**src/agc_pkg.sv**
```systemverilog
package agc_pkg;

    // Default signed input sample width
    localparam int in_w_default = 24;

    // Default signed output sample width
    localparam int out_w_default = 16;

    // Default number of channels in the sample bank
    localparam int chans_default = 8;

    // Shift rule shared by the gain stage and its reference model.
    // Scaling only starts once the level reaches OUT_W minus this offset
    localparam int shift_min_offset = 1;

    // Once scaling is active the shift is level plus this bias minus OUT_W,
    // which leaves the peak one bit clear of the output sign bit
    localparam int shift_bias = 2;

endpackage

```
**src/abs_value.sv**
```systemverilog
module abs_value #(
    parameter int IN_W = agc_pkg::in_w_default
) (
    input  logic                   ck,
    input  logic                   rst_n,
    input  logic signed [IN_W-1:0] in_data,
    output logic        [IN_W-1:0] mag
);

    logic            neg;
    logic [IN_W-1:0] mag_next;

    // Sign bit selects between pass-through and negation
    assign neg = in_data[IN_W-1];

    // Two's-complement negate for negative samples.
    // The most negative input wraps onto 2**(IN_W-1), which is still
    // the correct magnitude once read as unsigned
    always_comb begin
        if (neg) begin
            mag_next = ~IN_W'(in_data) + 1'b1;
        end else begin
            mag_next = IN_W'(in_data);
        end
    end

    // One cycle of latency
    always_ff @(posedge ck or negedge rst_n) begin
        if (!rst_n) begin
            mag <= '0;
        end else begin
            mag <= mag_next;
        end
    end

endmodule

```
**src/agc.sv**
```systemverilog
module agc #(
    parameter int IN_W  = agc_pkg::in_w_default,
    parameter int OUT_W = agc_pkg::out_w_default,
    parameter int CHANS = agc_pkg::chans_default,
    localparam int LEVEL_W = $clog2(IN_W),
    localparam int CHAN_W  = $clog2(CHANS)
) (
    input  logic                    ck,
    input  logic                    rst_n,
    input  logic                    en,
    output logic [CHAN_W-1:0]       src_addr,
    input  logic signed [IN_W-1:0]  in_data,
    output logic [LEVEL_W-1:0]      level,
    output logic                    done,
    output logic                    out_valid,
    output logic [CHAN_W-1:0]       out_chan,
    output logic signed [OUT_W-1:0] out_data
);

    localparam logic [CHAN_W-1:0] LAST_CHAN = CHAN_W'(CHANS - 1);

    // Run sequencer states
    typedef enum logic [2:0] {
        ST_IDLE,
        ST_PEAK,
        ST_DRAIN,
        ST_LEVEL,
        ST_GAIN
    } state_t;

    state_t state;

    logic              run_start;
    logic [CHAN_W-1:0] peak_addr;
    logic [IN_W-1:0]   mag;
    logic [IN_W-1:0]   peak;

    // Compare flag, one cycle behind the sweep address
    logic              cmp_valid;

    logic              lvl_start;
    logic              lvl_ready;
    logic              gain_start;
    logic              gain_busy;
    logic [CHAN_W-1:0] gain_addr;

    // en is only honoured while idle
    assign run_start = (state == ST_IDLE) && en;

    abs_value #(
        .IN_W (IN_W)
    ) u_abs (
        .ck      (ck),
        .rst_n   (rst_n),
        .in_data (in_data),
        .mag     (mag)
    );

    msb_level #(
        .IN_W (IN_W)
    ) u_level (
        .ck    (ck),
        .rst_n (rst_n),
        .start (lvl_start),
        .peak  (peak),
        .level (level),
        .ready (lvl_ready)
    );

    channel_gain #(
        .IN_W  (IN_W),
        .OUT_W (OUT_W),
        .CHANS (CHANS)
    ) u_gain (
        .ck        (ck),
        .rst_n     (rst_n),
        .start     (gain_start),
        .level     (level),
        .addr      (gain_addr),
        .in_data   (in_data),
        .busy      (gain_busy),
        .out_valid (out_valid),
        .out_chan  (out_chan),
        .out_data  (out_data)
    );

    always_ff @(posedge ck or negedge rst_n) begin
        if (!rst_n) begin
            state      <= ST_IDLE;
            peak_addr  <= '0;
            cmp_valid  <= 1'b0;
            lvl_start  <= 1'b0;
            gain_start <= 1'b0;
        end else begin
            // Start strobes last a single cycle
            lvl_start  <= 1'b0;
            gain_start <= 1'b0;
            cmp_valid  <= (state == ST_PEAK);

            case (state)
                ST_IDLE: begin
                    if (run_start) begin
                        state     <= ST_PEAK;
                        peak_addr <= '0;
                    end
                end

                // One channel per cycle
                ST_PEAK: begin
                    if (peak_addr == LAST_CHAN) begin
                        state     <= ST_DRAIN;
                        peak_addr <= '0;
                    end else begin
                        peak_addr <= peak_addr + 1'b1;
                    end
                end

                // Last magnitude is compared here
                ST_DRAIN: begin
                    state     <= ST_LEVEL;
                    lvl_start <= 1'b1;
                end

                // ready is still high in the start cycle, so skip it
                ST_LEVEL: begin
                    if (!lvl_start && lvl_ready) begin
                        state      <= ST_GAIN;
                        gain_start <= 1'b1;
                    end
                end

                // busy drops together with the final strobe
                ST_GAIN: begin
                    if (!gain_start && !gain_busy) begin
                        state <= ST_IDLE;
                    end
                end

                default: state <= ST_IDLE;
            endcase
        end
    end

    // Running peak of the magnitudes, cleared at the start of each run
    always_ff @(posedge ck) begin
        if (run_start) begin
            peak <= '0;
        end else if (cmp_valid && (mag > peak)) begin
            peak <= mag;
        end
    end

    assign done = (state == ST_IDLE);

    // gain_addr rests at zero outside the gain sweep
    assign src_addr = ((state == ST_PEAK) ? peak_addr : '0) | gain_addr;

    // A start request during the level search must not restart the sweep
    en_ignored_in_level: assert property (
        @(posedge ck) disable iff (!rst_n)
        (en && !lvl_ready) |=> (state != ST_PEAK)
    );

    src_addr_in_range: assert property (
        @(posedge ck) disable iff (!rst_n)
        int'(src_addr) < CHANS
    );

endmodule

```
**src/channel_gain.sv**
```systemverilog
module channel_gain #(
    parameter int IN_W  = agc_pkg::in_w_default,
    parameter int OUT_W = agc_pkg::out_w_default,
    parameter int CHANS = agc_pkg::chans_default,
    localparam int LEVEL_W = $clog2(IN_W),
    localparam int CHAN_W  = $clog2(CHANS)
) (
    input  logic                    ck,
    input  logic                    rst_n,
    input  logic                    start,
    input  logic [LEVEL_W-1:0]      level,
    output logic [CHAN_W-1:0]       addr,
    input  logic signed [IN_W-1:0]  in_data,
    output logic                    busy,
    output logic                    out_valid,
    output logic [CHAN_W-1:0]       out_chan,
    output logic signed [OUT_W-1:0] out_data
);

    localparam logic [CHAN_W-1:0] LAST_CHAN = CHAN_W'(CHANS - 1);

    // Shift amount for the current sweep
    logic [LEVEL_W-1:0]     shift;
    logic [LEVEL_W-1:0]     shift_calc;
    logic signed [IN_W-1:0] scaled;

    // Shift rule.
    // Below the threshold the samples already fit the output word
    always_comb begin
        if (int'(level) >= OUT_W - agc_pkg::shift_min_offset) begin
            shift_calc = LEVEL_W'(int'(level) + agc_pkg::shift_bias - OUT_W);
        end else begin
            shift_calc = '0;
        end
    end

    // Arithmetic shift keeps the sign of the sample
    assign scaled = in_data >>> shift;

    // Sweep control.
    // addr returns to zero when idle so the top level can merge it
    always_ff @(posedge ck or negedge rst_n) begin
        if (!rst_n) begin
            busy      <= 1'b0;
            addr      <= '0;
            out_valid <= 1'b0;
        end else begin
            // Each address produces a strobe one cycle later
            out_valid <= busy;
            if (start) begin
                busy <= 1'b1;
                addr <= '0;
            end else if (busy) begin
                if (addr == LAST_CHAN) begin
                    busy <= 1'b0;
                    addr <= '0;
                end else begin
                    addr <= addr + 1'b1;
                end
            end
        end
    end

    // Output payload, captured alongside the strobe
    always_ff @(posedge ck) begin
        if (start) begin
            shift <= shift_calc;
        end
        if (busy) begin
            out_chan <= addr;
            out_data <= scaled[OUT_W-1:0];
        end
    end

    // Only the last strobe of a sweep may follow the fall of busy
    no_stray_strobe: assert property (
        @(posedge ck) disable iff (!rst_n)
        (out_valid && !busy) |-> ($past(busy) && $past(addr) == LAST_CHAN)
    );

endmodule

```
**src/msb_level.sv**
```systemverilog
module msb_level #(
    parameter int IN_W = agc_pkg::in_w_default,
    localparam int LEVEL_W = $clog2(IN_W)
) (
    input  logic               ck,
    input  logic               rst_n,
    input  logic               start,
    input  logic [IN_W-1:0]    peak,
    output logic [LEVEL_W-1:0] level,
    output logic               ready
);

    // Working copy of the peak, shifted up one bit per cycle
    logic [IN_W-1:0]    work;

    // Bit index currently sitting at the top of work
    logic [LEVEL_W-1:0] idx;

    logic               found;

    // Stop on the first one from the top, or when the last bit is reached.
    // At index 0 the level is 0 whether or not that bit is set,
    // so a zero peak also ends here with level 0
    assign found = work[IN_W-1] || (idx == '0);

    always_ff @(posedge ck or negedge rst_n) begin
        if (!rst_n) begin
            ready <= 1'b1;
            idx   <= '0;
            level <= '0;
        end else if (start) begin
            ready <= 1'b0;
            idx   <= LEVEL_W'(IN_W - 1);
        end else if (!ready) begin
            if (found) begin
                level <= idx;
                ready <= 1'b1;
            end else begin
                idx <= idx - 1'b1;
            end
        end
    end

    // Data path for the scan
    always_ff @(posedge ck) begin
        if (start) begin
            work <= peak;
        end else if (!ready && !found) begin
            work <= work << 1;
        end
    end

    // A new search always drops ready on the next cycle,
    // so the sequencer never mistakes a stale ready for a result.
    // The scan then ends within one pass over the word
    ready_drops_after_start: assert property (
        @(posedge ck) disable iff (!rst_n)
        start |=> !ready ##[1:IN_W] ready
    );

endmodule

```
**config.mk**
```make
export PLATFORM = sky130hd
export DESIGN_NAME = agc
export DESIGN_NICKNAME = d
export VERILOG_FILES = /design/src/agc_pkg.sv /design/src/abs_value.sv /design/src/agc.sv /design/src/channel_gain.sv /design/src/msb_level.sv
export SDC_FILE = /design/constraint.sdc
export NUM_CORES = 1
export LEC_CHECK = 0
export ABC_AREA = 1
export BUFFER_PORTS_ARGS = -buffer_cell sky130_fd_sc_hd__buf_4
export CAP_MARGIN = 40
export CORE_MARGIN = 1.5
export CORE_UTILIZATION = 65
export DETAILED_ROUTE_END_ITERATION = 6
export PLACE_DENSITY = 0.85
export SLEW_MARGIN = 10
export SYNTH_ARGS = -nofsm -noshare
export SYNTH_HDL_FRONTEND = slang
export SYNTH_SLANG_ARGS = --single-unit
```
**constraint.sdc**
```tcl
create_clock -name ck -period 4.05 [get_ports ck]
set_clock_uncertainty 0.2 [all_clocks]
set_input_delay 0.2025 -clock ck [delete_from_list [all_inputs] [get_ports ck]]
set_output_delay 0.2025 -clock ck [all_outputs]
set_load 0.03 [all_outputs]
```
Word-level counts from Yosys, hierarchy flattened --
Index checks and enable logic that the tools add are counted.
Word-level totals: bits in registers 121, input port bits 27, output and inout bits 29, word-level logic and storage cells 89
Operators by class: $add $sub $neg 6, $lt $le $gt $ge 2, equal/unequal tests 12, shifts and indexed selects 1, multiplexer cells 27, bitwise operators 4, reduce and logical (&&, ||, !) cells 20
Operators by type and width (count):
- two-way mux 24 bit | 3
- two-way mux 3 bit | 10
- adder 24 x 1 -> 24 bit, second input constant | 1
- greater-than comparator 24 bit | 1
- inverter 24 bit | 1
- >>> shifter 24 x 5 -> 16 bit | 1
- two-way mux 5 bit | 3
- case mux 3 bit (5 select lines) | 1
- inequality test 2 bit, second input constant | 5
- == test 3 bit, second input constant | 3
- two-way mux 1 bit | 9
- adder 3 x 1 -> 3 bit, second input constant | 2
- == test 3 x 2 -> 1 bit, second input constant | 2
- case mux 3 bit (2 select lines) | 1
- nonzero test 2 bit | 3
- adder 5 x 2 -> 5 bit, second input constant | 1
- greater-or-equal comparator 5 x 4 -> 1 bit, second input constant | 1
- logical AND 1 bit | 5
- logical NOT 1 bit | 5
- logical NOT 5 bit | 1
- subtractor 5 x 1 -> 5 bit, second input constant | 1
- subtractor 5 bit, second input constant | 1
- AND reduction 2 bit | 2
- AND reduction 4 bit | 1
- 7 further kinds | 8

Longest topological paths before layout --
depth after elaboration 6, gate-level depth with buffers 15, depth with buffers taken out 14

Hierarchy --
Synthesis repeated with hierarchy kept, for this count alone.
Second synthesis, totals: cells, all modules 969, area, all modules 7282.0 um^2
By module, submodules not included:
- channel_gain | times used 1, cells each 323, area an instance 2182.1 um^2, sequential area each 845.8 um^2
- agc | times used 1, cells each 317, area an instance 2175.8 um^2, sequential area each 705.7 um^2
- msb_level | times used 1, cells each 171, area an instance 1621.6 um^2, sequential area each 997.2 um^2
- abs_value | times used 1, cells each 158, area an instance 1302.5 um^2, sequential area each 600.6 um^2

Worst setup path after synthesis --
OpenSTA, ideal clock, no wires.
path type reg2reg, start register u_level.idx[0], end register u_level.idx[4], library setup time 0.124 ns, arrival time 1.933 ns, required time 3.726 ns, setup slack 1.794 ns, cell stages (with the launch flop) 9, buffers on the path 0, clock period less this slack 2.256 ns, cell sequence dfrtp_1 > inv_1 > ha_1 > nand3_1 > nand2_1 > o21ai_2 > nand4_1 > a21oi_1 > o21ai_1
On the way: word-level cells in the longest chain between the ends 4, elaborated cells on any way between the ends 8, those cells by class add/sub: 1; eq/ne: 1; mux: 3; reduce/logical: 3
RTL lines:
- start, declared | RTL line msb_level.sv:17 | logic [LEVEL_W-1:0] idx;
- start signal, assigned | RTL line msb_level.sv:33 | idx <= LEVEL_W'(IN_W - 1);
- start signal, assigned | RTL line msb_level.sv:39 | idx <= idx - 1'b1;
- subtractor 5 x 1 -> 5 bit / logical NOT 5 bit (equally long branches) | RTL line msb_level.sv:39, msb_level.sv:24
- two-way mux 5 bit / logical OR 1 bit (equally long branches) | RTL line msb_level.sv:35, msb_level.sv:24
- two-way mux 5 bit / inequality test 2 bit (equally long branches)
- two-way mux 5 bit / AND reduction 2 bit (equally long branches)
Several ways; a longest one is shown, not always the timed one. The select of a mux whose other input is x is not followed. A chain may end at the register's enable or synchronous reset.

Worst setup path in the final report --
start input in_data[1], end register u_abs.mag[22]
On the way: word-level cells in the longest chain between the ends 3
RTL lines:
- start, declared | RTL line agc.sv:12 | input logic signed [IN_W-1:0] in_data,
- inverter 24 bit | RTL line abs_value.sv:21 | mag_next = ~IN_W'(in_data) + 1'b1;
- adder 24 x 1 -> 24 bit | RTL line abs_value.sv:21
- two-way mux 24 bit | RTL line abs_value.sv:20 | if (neg) begin
- net u_abs.mag_next[22] | RTL line abs_value.sv:11 | logic [IN_W-1:0] mag_next;
- end signal, assigned | RTL line abs_value.sv:32 | mag <= mag_next;
- end, declared | RTL line abs_value.sv:7 | output logic [IN_W-1:0] mag
The timed path passes the listed nets, and every way through them passes these cells.

==> impl_table.tex <==
\begin{tabular}{lr}
\hline
Metric & Value \\
\hline
\multicolumn{2}{l}{\textbf{Synth}} \\
\quad Flops \& latches, synth & 121 \\
\quad Part of the Yosys area used for sequential elements & 45.8\% \\
\quad Top flip-flop cell by instance count after synthesis & sky130\_fd\_sc\_hd\_\_edfxtp\_1 \\
\quad EDFF count, synth & 48 \\
\quad Area fraction of the dominant cell type after synthesis & 21.0\% \\
\quad Count of mapped cells out of synthesis & between 800 and 900 \\
\quad Average footprint of a synthesized cell & 8.05 um\^{}2 \\
\quad Mapped Nets & 913 \\
\quad Synth area leader & sky130\_fd\_sc\_hd\_\_edfxtp\_1 \\
\quad Leading cell types by total area after synthesis & sky130\_fd\_sc\_hd\_\_edfxtp\_1, sky130\_fd\_sc\_hd\_\_dfrtp\_1, sky130\_fd\_sc\_hd\_\_nand2\_1 \\
\quad Yosys Warn Count & 0 \\
\quad Commonest cells in the netlist & sky130\_fd\_sc\_hd\_\_nand2\_1, sky130\_fd\_sc\_hd\_\_inv\_1, sky130\_fd\_sc\_hd\_\_nor2\_1, sky130\_fd\_sc\_hd\_\_nand3\_1, sky130\_fd\_sc\_hd\_\_o21ai\_0 \\
\quad Post-Syn Area & 6870 um\^{}2 \\
\quad Library cells used by synthesis & 40 \\
\quad Fraction of registers with async set or reset after synthesis & 40.5\% \\
\quad Most frequent cell after synthesis & sky130\_fd\_sc\_hd\_\_nand2\_1 \\
\multicolumn{2}{l}{\textbf{GRT}} \\
\quad Largest net degree at the start of global routing & 50 \\
\quad Number of antenna violations at the first check in global routing & 0 \\
\quad First-pass GRT wire length & 30400 um \\
\quad Overall overflow remaining after global route & 0 \\
\quad Number of global-route vias before repair & between 6000 and 7000 \\
\quad Overall fraction of global-route tracks in use & 35.3\% \\
\multicolumn{2}{l}{\textbf{CTS}} \\
\quad Root cell of the clock tree & sky130\_fd\_sc\_hd\_\_clkbuf\_8 \\
\quad Number of clock buffers inserted by TritonCTS & 17 \\
\quad Max Root-Sink Buffers & 2 \\
\quad Resize count post-CTS & 0 \\
\quad TritonCTS clock tree & done \\
\quad Hold-fix buffer count after cts & 42 \\
\quad CTS H-tree depth & 4 \\
\quad Clock transition at the register clock pins on the worst setup and hold paths after CTS & 60 ps \\
\quad Buffer count from post-CTS setup fixing & 0 \\
\quad Clock Sink Count & about 120 \\
\quad Skew-Pair Late Insertion Delay & 530 ps \\
\multicolumn{2}{l}{\textbf{Cells and area}} \\
\quad Post-layout net count & around 1000 \\
\quad Total inserted antenna cells & 0 \\
\quad Area growth syn-to-layout & 22.4\% \\
\quad Multi-input logic area & 3090 um\^{}2 \\
\quad Register area & 3150 um\^{}2 \\
\quad Fillcell total & 623 \\
\quad Share of cells above drive strength 1 & 13.8\% \\
\multicolumn{2}{l}{\textbf{Setup path}} \\
\quad Critical Path Fanout Max & 5 \\
\quad Type of destination of the critical path & flip-flop \\
\quad FF-to-FF setup slack & 1230 ps \\
\quad Category of the worst setup path launch point & primary input \\
\quad Critical path origin & in\_data[1] \\
\quad Class of the most critical setup path & primary input to flip-flop \\
\quad Data required time of the worst path & about 4300 ps \\
\quad Crit path arrival time & 3480 ps \\
\quad Worst R2R Start & peak[15] \\
\multicolumn{2}{l}{\textbf{Route}} \\
\quad Post-DR wirelength/cell & 16.9 um \\
\quad Total number of vias & 6400 \\
\quad Drt first-iter violations & around 520 \\
\quad Via/cell ratio & 5.85 \\
\quad Residual DRC count & 0 \\
\quad Count of antenna-violating nets left after detailed routing & 0 \\
\quad Final wirelength & approximately 19000 um \\
\quad Number of iterations in the first detailed-routing pass & 6 \\
\multicolumn{2}{l}{\textbf{Timing}} \\
\quad Max Slew Vio Count & 0 \\
\quad Setup repair after global routing missed its margin & false \\
\quad Share of the cycle needed by the critical path after routing & just under 80\% \\
\quad Post-layout min period & around 3200 ps \\
\quad Actual transition at the worst max-transition pin & 916 ps \\
\quad Number of endpoints with negative hold slack in the final report & 0 \\
\quad Fmax achieved & about 0.31 GHz \\
\quad Final setup vio count & 0 \\
\quad Total negative setup slack & 0 ps \\
\quad Setup slack of the critical path after layout & between 800 and 900 ps \\
\quad Headroom to the max-slew limit & 38.9\% \\
\multicolumn{2}{l}{\textbf{Floorplan}} \\
\quad Count of pins on the block boundary & 56 \\
\quad Die boundary width & 106 um \\
\quad Die H & 106 um \\
\quad Core region area & 10300 um\^{}2 \\
\quad Effective utilization at floorplan & 66.9\% \\
\quad Core Rows & 37 \\
\quad Die Outline Area & 11200 um\^{}2 \\
\multicolumn{2}{l}{\textbf{Pwr}} \\
\quad Net switching power & around 2.8 mW \\
\quad Fraction of power consumed by the clock network & 24.1\% \\
\quad Cell internal power dissipation & between 3 and 4 mW \\
\quad Combinational power share & 42.2\% \\
\quad Peak VDD IR & 470 uV \\
\quad Switching share of power & 41.8\% \\
\quad Sequential power share & $\sim$34\% \\
\quad P per Cell Area & 809 nW/um\^{}2 \\
\quad LEAKAGE & roughly 4.1 nW \\
\multicolumn{2}{l}{\textbf{Place}} \\
\quad Detail Placement HPWL & 11300 um \\
\quad Pre-CTS setup slack & approximately 1400 ps \\
\quad Final GP Congestion & approximately 0.91 \\
\quad Input/output buffers & between 50 and 60 \\
\multicolumn{2}{l}{\textbf{Min path}} \\
\quad Worst min path class & primary input to async pin \\
\multicolumn{2}{l}{\textbf{Outcome}} \\
\quad Status & complete, no violations \\
\multicolumn{2}{l}{\textbf{Flow run}} \\
\quad Max-cap violation count & 0 \\
\hline
\end{tabular}
[registers in the layout, summed over array words and instances, names as in the netlist, 5 cells and up]
| name | count |
|---|---|
| u_gain.shift | 5 |
| u_gain.out_data | 16 |
| u_abs.mag | 24 |
| u_level.idx | 5 |
| u_level.work | 24 |
| u_level.level | 5 |
| peak | 24 |
[final timing paths]
kind,to,depth (start not counted)
worst min register to register,u_level.idx[4],1
worst max register to register,peak[3],12
max in group asynchronous,u_abs.mag[18],2
worst min-delay path,u_level.level[1],2
min in group ck,u_abs.mag[0],2
worst max-delay path,u_abs.mag[22],14
[cell type report]
cell class	instances	share of cell area (%)
multi-input combinational	579	36.7
timing repair buffer	106	10.9
inverter	120	5.35
sequential	121	37.4
clock inverter	15	2.66
tap	136	2.02
clock buffer	17	4.92
[logic make-up (layout without fill, tap and decap cells)]
family	count (synthesis)	in the layout	synth area share (%)
buf+inv	154	258	9.39
flops	121	121	45.8
simple gates	355	355	21.1
fa+ha+maj	32	32	5.82
xor+xnor	19	19	2.42
compound gates	160	160	13.6
mux	13	13	1.89
[cells in the final DEF (no fill, tap or decap), types with 2 or more instances in the layout]
cell                              n
sky130_fd_sc_hd__nand2_1        215
sky130_fd_sc_hd__inv_1          111
sky130_fd_sc_hd__nor2_1          64
sky130_fd_sc_hd__buf_4           62
sky130_fd_sc_hd__nand3_1         60
sky130_fd_sc_hd__o21ai_0         58
sky130_fd_sc_hd__dfrtp_1         48
sky130_fd_sc_hd__edfxtp_1        48
sky130_fd_sc_hd__o21ai_1         42
sky130_fd_sc_hd__dlygate4sd3_1   42
sky130_fd_sc_hd__ha_1            32
sky130_fd_sc_hd__dfxtp_1         24
sky130_fd_sc_hd__a21oi_2         20
sky130_fd_sc_hd__a21oi_1         19
sky130_fd_sc_hd__xor2_1          18
sky130_fd_sc_hd__clkbuf_16       16
sky130_fd_sc_hd__mux2i_1         13
sky130_fd_sc_hd__o211ai_1        10
sky130_fd_sc_hd__inv_2            9
sky130_fd_sc_hd__bufinv_16        5
sky130_fd_sc_hd__nand4_1          4
sky130_fd_sc_hd__nor3_1           4
sky130_fd_sc_hd__nor2_2           3
sky130_fd_sc_hd__clkinv_4         3
sky130_fd_sc_hd__clkinvlp_4       3
sky130_fd_sc_hd__a21boi_0         2
sky130_fd_sc_hd__o21ai_2          2
sky130_fd_sc_hd__a21o_1           2
sky130_fd_sc_hd__inv_6            2
sky130_fd_sc_hd__clkinv_1         2
sky130_fd_sc_hd__buf_8            2
[power by group through the flow]
stage	sequential [mW]	clock [mW]	combinational, mW
after floorplan	2.44	0	1.79
after global placement	2.28	0	2.54
after global routing	2.34	1.69	3.18
final	2.29	1.64	2.87
after detailed placement	2.29	0	2.69
after CTS	2.28	1.64	2.81
[per-stage QoR]
stage / power, mW / instances / cell area, um^2 / util, % / hold WS (ps)
finish: 6.81 / 1094 / 8410 / 81.9 / 27.2
global route: 7.21 / 1094 / 8410 / 81.9 / 80.8
CTS: 6.73 / 1094 / 8410 / 81.9 / 32.1
detailed placement: 4.97 / 1020 / 7360 / 71.6 / 42.8
global placement: 4.82 / 1017 / 7320 / 71.2 / 40.8
floorplan: 4.23 / 854 / 6870 / - / -293
[worst max-delay path, cell delays in order]
cell,delay [ps]
sky130_fd_sc_hd__dlygate4sd3_1,550
sky130_fd_sc_hd__buf_4,140
sky130_fd_sc_hd__inv_1,140
sky130_fd_sc_hd__ha_1,200
sky130_fd_sc_hd__nand3_1,180
sky130_fd_sc_hd__nor3_2,270
sky130_fd_sc_hd__nand3_1,180
sky130_fd_sc_hd__nand2_1,140
sky130_fd_sc_hd__o21ai_2,90
sky130_fd_sc_hd__nor2_1,110
sky130_fd_sc_hd__nand2_1,50
sky130_fd_sc_hd__dlygate4sd3_1,560
sky130_fd_sc_hd__nand2_1,100
sky130_fd_sc_hd__dlygate4sd3_1,550
[per-layer routing]
layer | share of wire [%] | global-route usage (%) | up-vias
met1 | 39 | 43.8 | 2999
met5 | 0 | 0 | -
met4 | 4.8 | 17.2 | 0
li1 | - | - | 2964
met2 | 48 | 58.6 | 339
met3 | 7.9 | 7.79 | 98
No activity file was read; power rests on OpenSTA's default activity.
